<file path="src/hdl/uart_params.svh">
// UART defines: frame and register widths, FIFO size, reset divisor, register map
`ifndef UART_PARAMS_SVH
`define UART_PARAMS_SVH

// Data bits per frame and host register word
`define UART_DATA_W      8
`define UART_WORD_W      16

// Transmit FIFO, depth is a power of two
`define UART_FIFO_DEPTH  8
`define UART_FIFO_AW     3

// Baud divisor, one bit lasts divisor + 1 clocks
`define UART_DIV_W       12
`define UART_RESET_DIV   12'd15

// Register map
`define UART_ADDR_W      2
`define UART_ADDR_CTRL   2'd0
`define UART_ADDR_DATA   2'd1
`define UART_ADDR_STATUS 2'd2

`endif

</file>
<file path="src/hdl/uart_line_pkg.sv">
// Serial line types: parity mode and latched frame settings
`include "uart_params.svh"

package uart_line_pkg;

    // ----------------------------------------------------------
    // Parity selection
    // ----------------------------------------------------------

    // Encoding 2'd3 is unused and behaves like even parity
    typedef enum logic [1:0]
    {
        PAR_NONE = 2'd0,
        PAR_EVEN = 2'd1,
        PAR_ODD  = 2'd2
    } parity_mode_e;

    // ----------------------------------------------------------
    // Frame settings
    // ----------------------------------------------------------

    // Divisor in the upper bits, parity mode in the lowest two
    typedef struct packed
    {
        logic [`UART_DIV_W-1:0] divisor;
        logic                   stop_two;
        parity_mode_e           parity;
    } line_cfg_t;

endpackage

</file>
<file path="src/hdl/uart_reg_pkg.sv">
// Register map types: union decoding one register word as control, data or status
`include "uart_params.svh"

package uart_reg_pkg;

    // ----------------------------------------------------------
    // One host word, three layouts
    // ----------------------------------------------------------

    typedef union packed
    {
        // CTRL, divisor in the low 12 bits
        struct packed
        {
            logic [`UART_WORD_W-`UART_DIV_W-4:0] rsvd;
            uart_line_pkg::parity_mode_e         parity;
            logic                                stop_two;
            logic [`UART_DIV_W-1:0]              divisor;
        } ctrl;

        // DATA, byte in the low half
        struct packed
        {
            logic [`UART_WORD_W-`UART_DATA_W-1:0] rsvd;
            logic [`UART_DATA_W-1:0]              value;
        } data;

        // STATUS, FIFO level in the low nibble
        struct packed
        {
            logic [`UART_WORD_W-`UART_FIFO_AW-6:0] rsvd;
            logic                                  overflow;
            logic                                  busy;
            logic                                  full;
            logic                                  empty;
            logic [`UART_FIFO_AW:0]                level;
        } status;
    } reg_word_u;

endpackage

</file>
<file path="src/hdl/uart_regs.sv">
// Host register block: write decode, line settings, byte push, status word
`timescale 1ns/1ps
`include "uart_params.svh"

module uart_regs
(
    input  logic                      clk,
    input  logic                      rst,
    input  logic                      wr_en,
    input  logic                      rd_en,
    input  logic [`UART_ADDR_W-1:0]   addr,
    input  uart_reg_pkg::reg_word_u   wdata,
    output uart_reg_pkg::reg_word_u   rd_data,
    output uart_line_pkg::line_cfg_t  cfg,
    output logic                      push,
    output logic [`UART_DATA_W-1:0]   push_data,
    input  logic [`UART_FIFO_AW:0]    level,
    input  logic                      empty,
    input  logic                      full,
    input  logic                      busy
);

    import uart_line_pkg::*;
    import uart_reg_pkg::*;

    logic      ctrl_wr;
    logic      data_wr;
    logic      status_rd;
    logic      overflow;
    reg_word_u status_word;

    // ----------------------------------------------------------
    // Address decode
    // ----------------------------------------------------------

    assign ctrl_wr   = wr_en && (addr == `UART_ADDR_CTRL);
    assign data_wr   = wr_en && (addr == `UART_ADDR_DATA);
    assign status_rd = rd_en && (addr == `UART_ADDR_STATUS);

    // Byte goes straight to the FIFO on the write edge
    // A full FIFO drops it
    assign push      = data_wr && !full;
    assign push_data = wdata.data.value;

    // ----------------------------------------------------------
    // Line settings and sticky overflow
    // ----------------------------------------------------------

    always_ff @(posedge clk or posedge rst)
    begin
        if (rst)
        begin
            // Reset divisor, no parity, one stop bit
            cfg.divisor  <= `UART_RESET_DIV;
            cfg.stop_two <= 1'b0;
            cfg.parity   <= PAR_NONE;
        end
        else if (ctrl_wr)
        begin
            cfg.divisor  <= wdata.ctrl.divisor;
            cfg.stop_two <= wdata.ctrl.stop_two;
            cfg.parity   <= wdata.ctrl.parity;
        end
    end

    always_ff @(posedge clk or posedge rst)
    begin
        if (rst)
            overflow <= 1'b0;
        else if (data_wr && full)
            overflow <= 1'b1;       // a dropped byte wins over a clearing read
        else if (status_rd)
            overflow <= 1'b0;
    end

    // ----------------------------------------------------------
    // Read path
    // ----------------------------------------------------------

    always_comb
    begin
        status_word                 = '0;
        status_word.status.level    = level;
        status_word.status.empty    = empty;
        status_word.status.full     = full;
        status_word.status.busy     = busy;
        status_word.status.overflow = overflow;
    end

    // Combinational from addr, unmapped addresses read as zero
    always_comb
    begin
        rd_data = '0;
        case (addr)
            `UART_ADDR_CTRL:
            begin
                rd_data.ctrl.divisor  = cfg.divisor;
                rd_data.ctrl.stop_two = cfg.stop_two;
                rd_data.ctrl.parity   = cfg.parity;
            end
            `UART_ADDR_STATUS:
                rd_data = status_word;
            default:
                rd_data = '0;
        endcase
    end

endmodule

</file>
<file path="src/hdl/uart_tx_fifo.sv">
// Transmit byte FIFO: circular buffer with occupancy count
`timescale 1ns/1ps
`include "uart_params.svh"

module uart_tx_fifo
(
    input  logic                    clk,
    input  logic                    rst,
    input  logic                    push,
    input  logic [`UART_DATA_W-1:0] push_data,
    input  logic                    pop,
    output logic                    valid,
    output logic [`UART_DATA_W-1:0] data,
    output logic [`UART_FIFO_AW:0]  level,
    output logic                    empty,
    output logic                    full
);

    logic [`UART_DATA_W-1:0]  mem [0:`UART_FIFO_DEPTH-1];
    logic [`UART_FIFO_AW-1:0] wr_ptr;
    logic [`UART_FIFO_AW-1:0] rd_ptr;
    logic [`UART_FIFO_AW:0]   count;
    logic                     do_push;
    logic                     do_pop;

    // Guard both sides so a stray request cannot corrupt the pointers
    assign do_push = push && !full;
    assign do_pop  = pop && !empty;

    // ----------------------------------------------------------
    // Storage
    // ----------------------------------------------------------

    always_ff @(posedge clk)
    begin
        if (do_push)
            mem[wr_ptr] <= push_data;
    end

    // Head of queue, valid whenever something is stored
    assign data = mem[rd_ptr];

    // ----------------------------------------------------------
    // Pointers and count
    // ----------------------------------------------------------

    // Pointers wrap on their own since depth is a power of two
    always_ff @(posedge clk or posedge rst)
    begin
        if (rst)
        begin
            wr_ptr <= '0;
            rd_ptr <= '0;
            count  <= '0;
        end
        else
        begin
            if (do_push)
                wr_ptr <= wr_ptr + 1'b1;
            if (do_pop)
                rd_ptr <= rd_ptr + 1'b1;

            // Simultaneous push and pop leaves the count alone
            if (do_push && !do_pop)
                count <= count + 1'b1;
            else if (do_pop && !do_push)
                count <= count - 1'b1;
        end
    end

    assign level = count;
    assign empty = (count == '0);
    assign full  = (count == `UART_FIFO_DEPTH);
    assign valid = !empty;

endmodule

</file>
<file path="src/hdl/uart_transmitter.sv">
// UART frame serializer: baud counter, start/data/parity/stop FSM, valid/ready input
`timescale 1ns/1ps
`include "uart_params.svh"

module uart_transmitter
(
    input  logic                      clk,
    input  logic                      rst,
    input  uart_line_pkg::line_cfg_t  cfg,
    input  logic [`UART_DATA_W-1:0]   data,
    input  logic                      valid,
    output logic                      ready,
    output logic                      busy,
    output logic                      tx
);

    import uart_line_pkg::*;

    localparam int BIT_W = $clog2(`UART_DATA_W);

    // FSM encoding
    localparam logic [2:0] S_IDLE   = 3'd0;
    localparam logic [2:0] S_START  = 3'd1;
    localparam logic [2:0] S_XMIT   = 3'd2;
    localparam logic [2:0] S_PARITY = 3'd3;
    localparam logic [2:0] S_STOP   = 3'd4;

    logic [2:0]              state;
    logic [`UART_DIV_W-1:0]  baud_cnt;
    logic                    baud_stb;
    logic [BIT_W-1:0]        bit_num;
    logic [`UART_DATA_W-1:0] shift_reg;
    logic                    parity;
    line_cfg_t               cfg_q;
    logic                    last_stop;
    logic                    take;

    // ----------------------------------------------------------
    // Handshake and baud timing
    // ----------------------------------------------------------

    // Bit ends when the counter reaches the divisor latched for this frame
    assign baud_stb  = (baud_cnt == cfg_q.divisor);
    assign last_stop = (bit_num == BIT_W'(cfg_q.stop_two));

    // Ready in idle, plus one pulse at the end of the final stop bit
    assign ready = (state == S_IDLE) || ((state == S_STOP) && last_stop && baud_stb);
    assign take  = valid && ready;
    assign busy  = (state != S_IDLE);

    // Counter restarts with every frame
    always_ff @(posedge clk or posedge rst)
    begin
        if (rst)
            baud_cnt <= '0;
        else if (take || (state == S_IDLE) || baud_stb)
            baud_cnt <= '0;
        else
            baud_cnt <= baud_cnt + 1'b1;
    end

    // ----------------------------------------------------------
    // Frame capture
    // ----------------------------------------------------------

    // Byte shifts out LSB first
    always_ff @(posedge clk)
    begin
        if (take)
            shift_reg <= data;
        else if ((state == S_XMIT) && baud_stb)
            shift_reg <= shift_reg >> 1;
    end

    // Settings held steady for the whole frame
    always_ff @(posedge clk or posedge rst)
    begin
        if (rst)
        begin
            cfg_q.divisor  <= `UART_RESET_DIV;
            cfg_q.stop_two <= 1'b0;
            cfg_q.parity   <= PAR_NONE;
        end
        else if (take)
            cfg_q <= cfg;
    end

    // ----------------------------------------------------------
    // State machine
    // ----------------------------------------------------------

    always_ff @(posedge clk or posedge rst)
    begin
        if (rst)
        begin
            state   <= S_IDLE;
            bit_num <= '0;
            parity  <= 1'b0;
        end
        else
        begin
            case (state)
                S_IDLE:
                    if (take)
                        state <= S_START;
                S_START:
                    if (baud_stb)
                    begin
                        state   <= S_XMIT;
                        bit_num <= '0;
                    end
                S_XMIT:
                    if (baud_stb)
                    begin
                        // Running XOR of the bits already sent
                        parity  <= parity ^ shift_reg[0];
                        bit_num <= bit_num + 1'b1;
                        if (bit_num == BIT_W'(`UART_DATA_W - 1))
                        begin
                            bit_num <= '0;
                            if (cfg_q.parity != PAR_NONE)
                                state <= S_PARITY;
                            else
                                state <= S_STOP;
                        end
                    end
                S_PARITY:
                    if (baud_stb)
                        state <= S_STOP;
                S_STOP:
                    if (baud_stb)
                    begin
                        bit_num <= bit_num + 1'b1;
                        if (last_stop)
                        begin
                            bit_num <= '0;
                            // Next byte waiting, start bit follows with no gap
                            if (take)
                                state <= S_START;
                            else
                                state <= S_IDLE;
                        end
                    end
                default:
                    state <= S_IDLE;
            endcase

            // Fresh parity for every accepted byte
            if (take)
                parity <= 1'b0;
        end
    end

    // ----------------------------------------------------------
    // Line output
    // ----------------------------------------------------------

    always_comb
    begin
        case (state)
            S_IDLE:   tx = 1'b1;
            S_START:  tx = 1'b0;
            S_XMIT:   tx = shift_reg[0];
            S_PARITY: tx = (cfg_q.parity == PAR_ODD) ? ~parity : parity;
            S_STOP:   tx = 1'b1;
            default:  tx = 1'b1;
        endcase
    end

endmodule

</file>
<file path="src/hdl/uart_tx_top.sv">
// UART transmit subsystem top: register block, byte FIFO and serializer
`timescale 1ns/1ps
`include "uart_params.svh"

module uart_tx_top
(
    input  logic                     clk,
    input  logic                     rst,
    input  logic                     wr_en,
    input  logic                     rd_en,
    input  logic [`UART_ADDR_W-1:0]  addr,
    input  uart_reg_pkg::reg_word_u  wdata,
    output uart_reg_pkg::reg_word_u  rd_data,
    output logic                     tx
);

    import uart_line_pkg::*;

    line_cfg_t               cfg;
    logic                    push;
    logic [`UART_DATA_W-1:0] push_data;
    logic [`UART_FIFO_AW:0]  level;
    logic                    empty;
    logic                    full;
    logic                    busy;
    logic                    fifo_valid;
    logic [`UART_DATA_W-1:0] fifo_data;
    logic                    tx_ready;
    logic                    pop;

    // ----------------------------------------------------------
    // Host registers
    // ----------------------------------------------------------

    uart_regs i_regs
    (
        .clk       (clk),
        .rst       (rst),
        .wr_en     (wr_en),
        .rd_en     (rd_en),
        .addr      (addr),
        .wdata     (wdata),
        .rd_data   (rd_data),
        .cfg       (cfg),
        .push      (push),
        .push_data (push_data),
        .level     (level),
        .empty     (empty),
        .full      (full),
        .busy      (busy)
    );

    // Byte leaves the FIFO on the transmitter handshake
    assign pop = fifo_valid && tx_ready;

    // ----------------------------------------------------------
    // Byte buffer
    // ----------------------------------------------------------

    uart_tx_fifo i_fifo
    (
        .clk       (clk),
        .rst       (rst),
        .push      (push),
        .push_data (push_data),
        .pop       (pop),
        .valid     (fifo_valid),
        .data      (fifo_data),
        .level     (level),
        .empty     (empty),
        .full      (full)
    );

    // ----------------------------------------------------------
    // Serializer
    // ----------------------------------------------------------

    uart_transmitter i_tx
    (
        .clk   (clk),
        .rst   (rst),
        .cfg   (cfg),
        .data  (fifo_data),
        .valid (fifo_valid),
        .ready (tx_ready),
        .busy  (busy),
        .tx    (tx)
    );

endmodule

</file>
<file path="config.mk">
export PLATFORM = sky130hd
export DESIGN_NAME = uart_tx_top
export DESIGN_NICKNAME = d
export VERILOG_FILES = /design/src/hdl/uart_line_pkg.sv /design/src/hdl/uart_reg_pkg.sv /design/src/hdl/uart_regs.sv /design/src/hdl/uart_tx_fifo.sv /design/src/hdl/uart_transmitter.sv /design/src/hdl/uart_tx_top.sv
export VERILOG_INCLUDE_DIRS = /design/src /design/src/hdl
export SDC_FILE = /design/constraint.sdc
export NUM_CORES = 1
export LEC_CHECK = 0
export BUFFER_PORTS_ARGS = -buffer_cell sky130_fd_sc_hd__buf_2
export CAP_MARGIN = 15
export CORE_ASPECT_RATIO = 1.25
export CORE_MARGIN = 2
export CORE_UTILIZATION = 40
export DETAILED_ROUTE_END_ITERATION = 6
export PLACE_DENSITY = 0.64
export RECOVER_POWER = 100
export SYNTH_ARGS = -nofsm -noshare
export SYNTH_HDL_FRONTEND = slang
export SYNTH_SLANG_ARGS = --single-unit
</file>
<file path="constraint.sdc">
create_clock -name clk -period 5.5 [get_ports clk]
set_input_delay 0.55 -clock clk [delete_from_list [all_inputs] [get_ports clk]]
set_output_delay 0.55 -clock clk [all_outputs]
set_load 0.01 [all_outputs]
</file>
==> summary.md <==
| Metric | Value |
|---|---|
| Status | `finished, violations left` |
| Failing checks | `DRC, capacitance limit, slew limit` |
| Slew headroom | `-1.18` |
| Clk_lat worst skew | `0.41 ns` |
| Synth cell types | `52` |
| Post-synth top area cell | `edfxtp_1` |
| Flip-flop count of the largest register after layout | `between 60 and 70` |
| Final setup vio count | `0` |
| Mapped Cells | `slightly below 400` |
| Die Ht | `approximately 140 um` |
| H-tree Lvls | `4` |
| Initial antenna violation count | `0` |
| Largest net degree at the start of global routing | `a little over 60` |
| Core Region | `roughly 14000 um2` |
| Hold_buf cts | `0` |
| Total CTS buffers | `17` |
| ANT nets after route | `0` |
| Layout cells sized above 1 | `0.240` |
| CTS tree | `yes` |
| Row count | `49` |
| Iter 0 DRT Violations | `about 160` |
| Met2 GRT Util | `0.262` |
| Cell area after synthesis | `5950 um2` |
| Number of flops mapped to enable cells by yosys | `72` |
| Largest regs | `i_fifo.mem x64, i_regs.cfg x15, i_tx.cfg_q x15` |
| # resized after CTS | `0` |
| Startpoint class of the critical path | `flop` |
| Setup CP Type | `flop to flop` |
| Fmax | `270 MHz` |
| Slew Limit Fails | `88` |
| Critical Path RT | `5.65 ns` |
| Worst flop-to-flop path startpoint | `i_fifo.level[1]$_DFFE_PP0P_` |
| Post-synth top area share | `0.363` |
| M3 GR Usage | `0.0333` |
| Post-synth ARST share | `0.455` |
| Final period utilization | `0.673` |
| Pre-CTS setup slack | `2.50 ns` |
| Mean post-synth cell area | `about 15 um2` |
| PortBufs | `36` |
| Hold Path Origin | `wdata[9]` |
| N_diodes | `0` |
| Maximum vdd drop | `around 0.00027 V` |
| Area grow syn2layout | `14.0%` |
| Layout Skew | `0.00818 ns` |
| Fin crit period | `~3.7 ns` |
| Final #Nets | `472` |
| GR peak layer | `met2` |
| Dpl hpwl | `slightly below 8 mm` |
| Min-delay worst type | `input pin to flop` |
| DR vias | `3351` |
| Hold Path Depth | `2` |
| Gr ovfl total | `0` |
| TNS Setup | `0 ns` |
| R2R Setup Slk | `1.80 ns` |
| Area contributors post-synth | `edfxtp_1 (36%), dfrtp_1 (22%), mux4_2 (6.1%)` |
| Clock sinks | `132` |
| Drt drc | `2` |
| Largest Register | `i_fifo.mem` |
| Setup bufs post-CTS | `0` |
| Hold Path Sink | `i_regs.cfg[12]$_DFFE_PP0P_` |
| First-pass GRT wire length | `roughly 19 mm` |
| Post-synthesis sequential area ratio | `0.617` |
| Die W | `113 um` |
| Io pins | `39` |
| Min setup slack post-route | `1.80 ns` |
| Starting Density | `0.411` |
| Drt pass-1 iters | `6` |
| Clock-pin transition on the worst setup and hold timing paths | `0.06 ns` |
| Die ar. | `between 15000 and 20000 um2` |
| Final Power | `3.35 mW` |
| Hold_ws | `0.376 ns` |
| Dominant synthesized flop cell | `edfxtp_1` |
| Number of global-route vias before repair | `3586` |
| Warnings from Yosys | `0` |
| Post-DR vias/cell | `between 5 and 6` |
| Max-cap violation count | `2` |
| Worst slew pin tran | `~3.3 ns` |
| Data arrival, critical path | `3.86 ns` |
| Routed WL per cell | `18.3 um` |
| Critical Path Fanout Max | `26` |
| Met1 Use GR | `0.199` |
| Synth Register Bits | `~130` |
| GP Congestion | `0.829` |
| Root buffer cell | `clkbuf_16` |
| Leak | `2.55 nW` |
| Clock Path Buffers | `2` |
| Critical R2R Capture | `i_tx.shift_reg[1]$_DFFE_PP_` |
| Nature of the critical path endpoint | `flop` |
| Global Route Usage Sum | `0.157` |
| Syn Nets | `429` |
| Hold Fails Final Rpt | `0` |
| Routed WL | `11.6 mm` |
| Worst r2r path cells | `6` |
| Unrepaired setup endpoints after global routing | `false` |
| Critical path startpoint | `i_fifo.level[1]$_DFFE_PP0P_` |
| Final core utilization | `0.469` |
| Pwr Density | `494 nW/um2` |
[cells in the final DEF (no fill, tap or decap), drive strengths merged, types with 2 or more instances in the layout]
master,Yosys,layout
edfxtp,72,72
dfrtp,52,52
mux2,47,47
clkbuf,9,39
nor2,36,36
xnor2,21,21
buf,9,20
mux4,16,16
o21ai,13,13
nand2,12,12
inv,5,11
xor2,10,10
and2,9,9
a21oi,8,8
ha,8,8
dfstp,8,8
nand2b,7,7
nand3,7,7
mux2i,7,7
clkinv,0,6
nor3,5,5
or3,4,4
a31oi,4,4
nand4,3,3
o2bb2ai,3,3
and3,3,3
and4,3,3
nor2b,2,2
o311ai,2,2
bufinv,0,2
[report_power, final]
part	switching (mW)	internal [mW]
clock	0.444	0.678
sequential	0.216	1.23
combinational	0.343	0.435
[kinds of logic after synthesis]
logic type	share of synthesized area
multiplexers	0.171
adder cells (fa/ha/maj)	0.0202
XOR/XNOR	0.0456
AND/OR/NAND/NOR	0.0801
AO/OA/AOI/OAI	0.0435
buffers and inverters	0.0212
flip-flops	0.617
other	0.000630
[synth_stat cells, types with 2 or more instances]
cell type / count
a21oi_1: 7
a31oi_1: 4
and2_1: 8
and3_1: 3
and4_1: 3
buf_2: 4
buf_4: 2
clkbuf_1: 9
dfrtp_1: 52
dfstp_2: 8
edfxtp_1: 72
ha_1: 8
inv_1: 5
mux2_2: 31
mux2_4: 16
mux2i_1: 7
mux4_2: 16
nand2_1: 11
nand2b_1: 7
nand3_1: 7
nand4_1: 3
nor2_1: 34
nor2_2: 2
nor2b_1: 2
nor3_1: 4
o21ai_0: 13
o2bb2ai_1: 3
or3_1: 4
xnor2_1: 21
xor2_1: 10
[worst max path at each step]
| stage | end | slack (ns) |
|---|---|---|
| finish | i_tx.shift_reg[1]$_DFFE_PP_ | 1.80 |
| global placement | i_fifo.level[3]$_DFFE_PP0P_ | 2.57 |
| detailed placement | i_fifo.level[3]$_DFFE_PP0P_ | 2.50 |
| global route | i_tx.shift_reg[3]$_DFFE_PP_ | 1.60 |
| CTS | i_fifo.level[3]$_DFFE_PP0P_ | 2.65 |
| floorplan | i_fifo.level[3]$_DFFE_PP0P_ | 2.65 |
[final cells by class]
cell class                 count  area, um2
clock buffer                  17        425
clock inverter                15        169
fill                        1317       7690
inverter                       5       18.8
multi-input combinational    243       2070
sequential                   132       3670
tap                          178        223
timing repair buffer          42        205
[layer usage]
layer | vias to the layer above | routed length [um] | share of wire
li1 | 1564 | - | -
met1 | 1710 | 5090 | 0.44
met2 | 63 | 5950 | 0.51
met3 | 14 | 324 | 0.028
met4 | 0 | 215 | 0.019
met5 | - | 0 | 0
[critical path: stages, from the launching register on]
cell      delay (ns)
dfrtp_1         0.48
or4_1           0.67
nand2_1         0.20
nor2_1          0.10
a21oi_1         0.33
clkbuf_1        1.22
mux2_2          0.44
[stage by stage]
step / instance area (um2) / instances
2_1_floorplan: 5950 / 398
3_3_place_gp: 6280 / 598
3_5_place_dp: 6280 / 598
4_1_cts: 6870 / 630
5_1_grt: 6780 / 632
6_report: 6780 / 632
(Power assumes the default switching activity.)
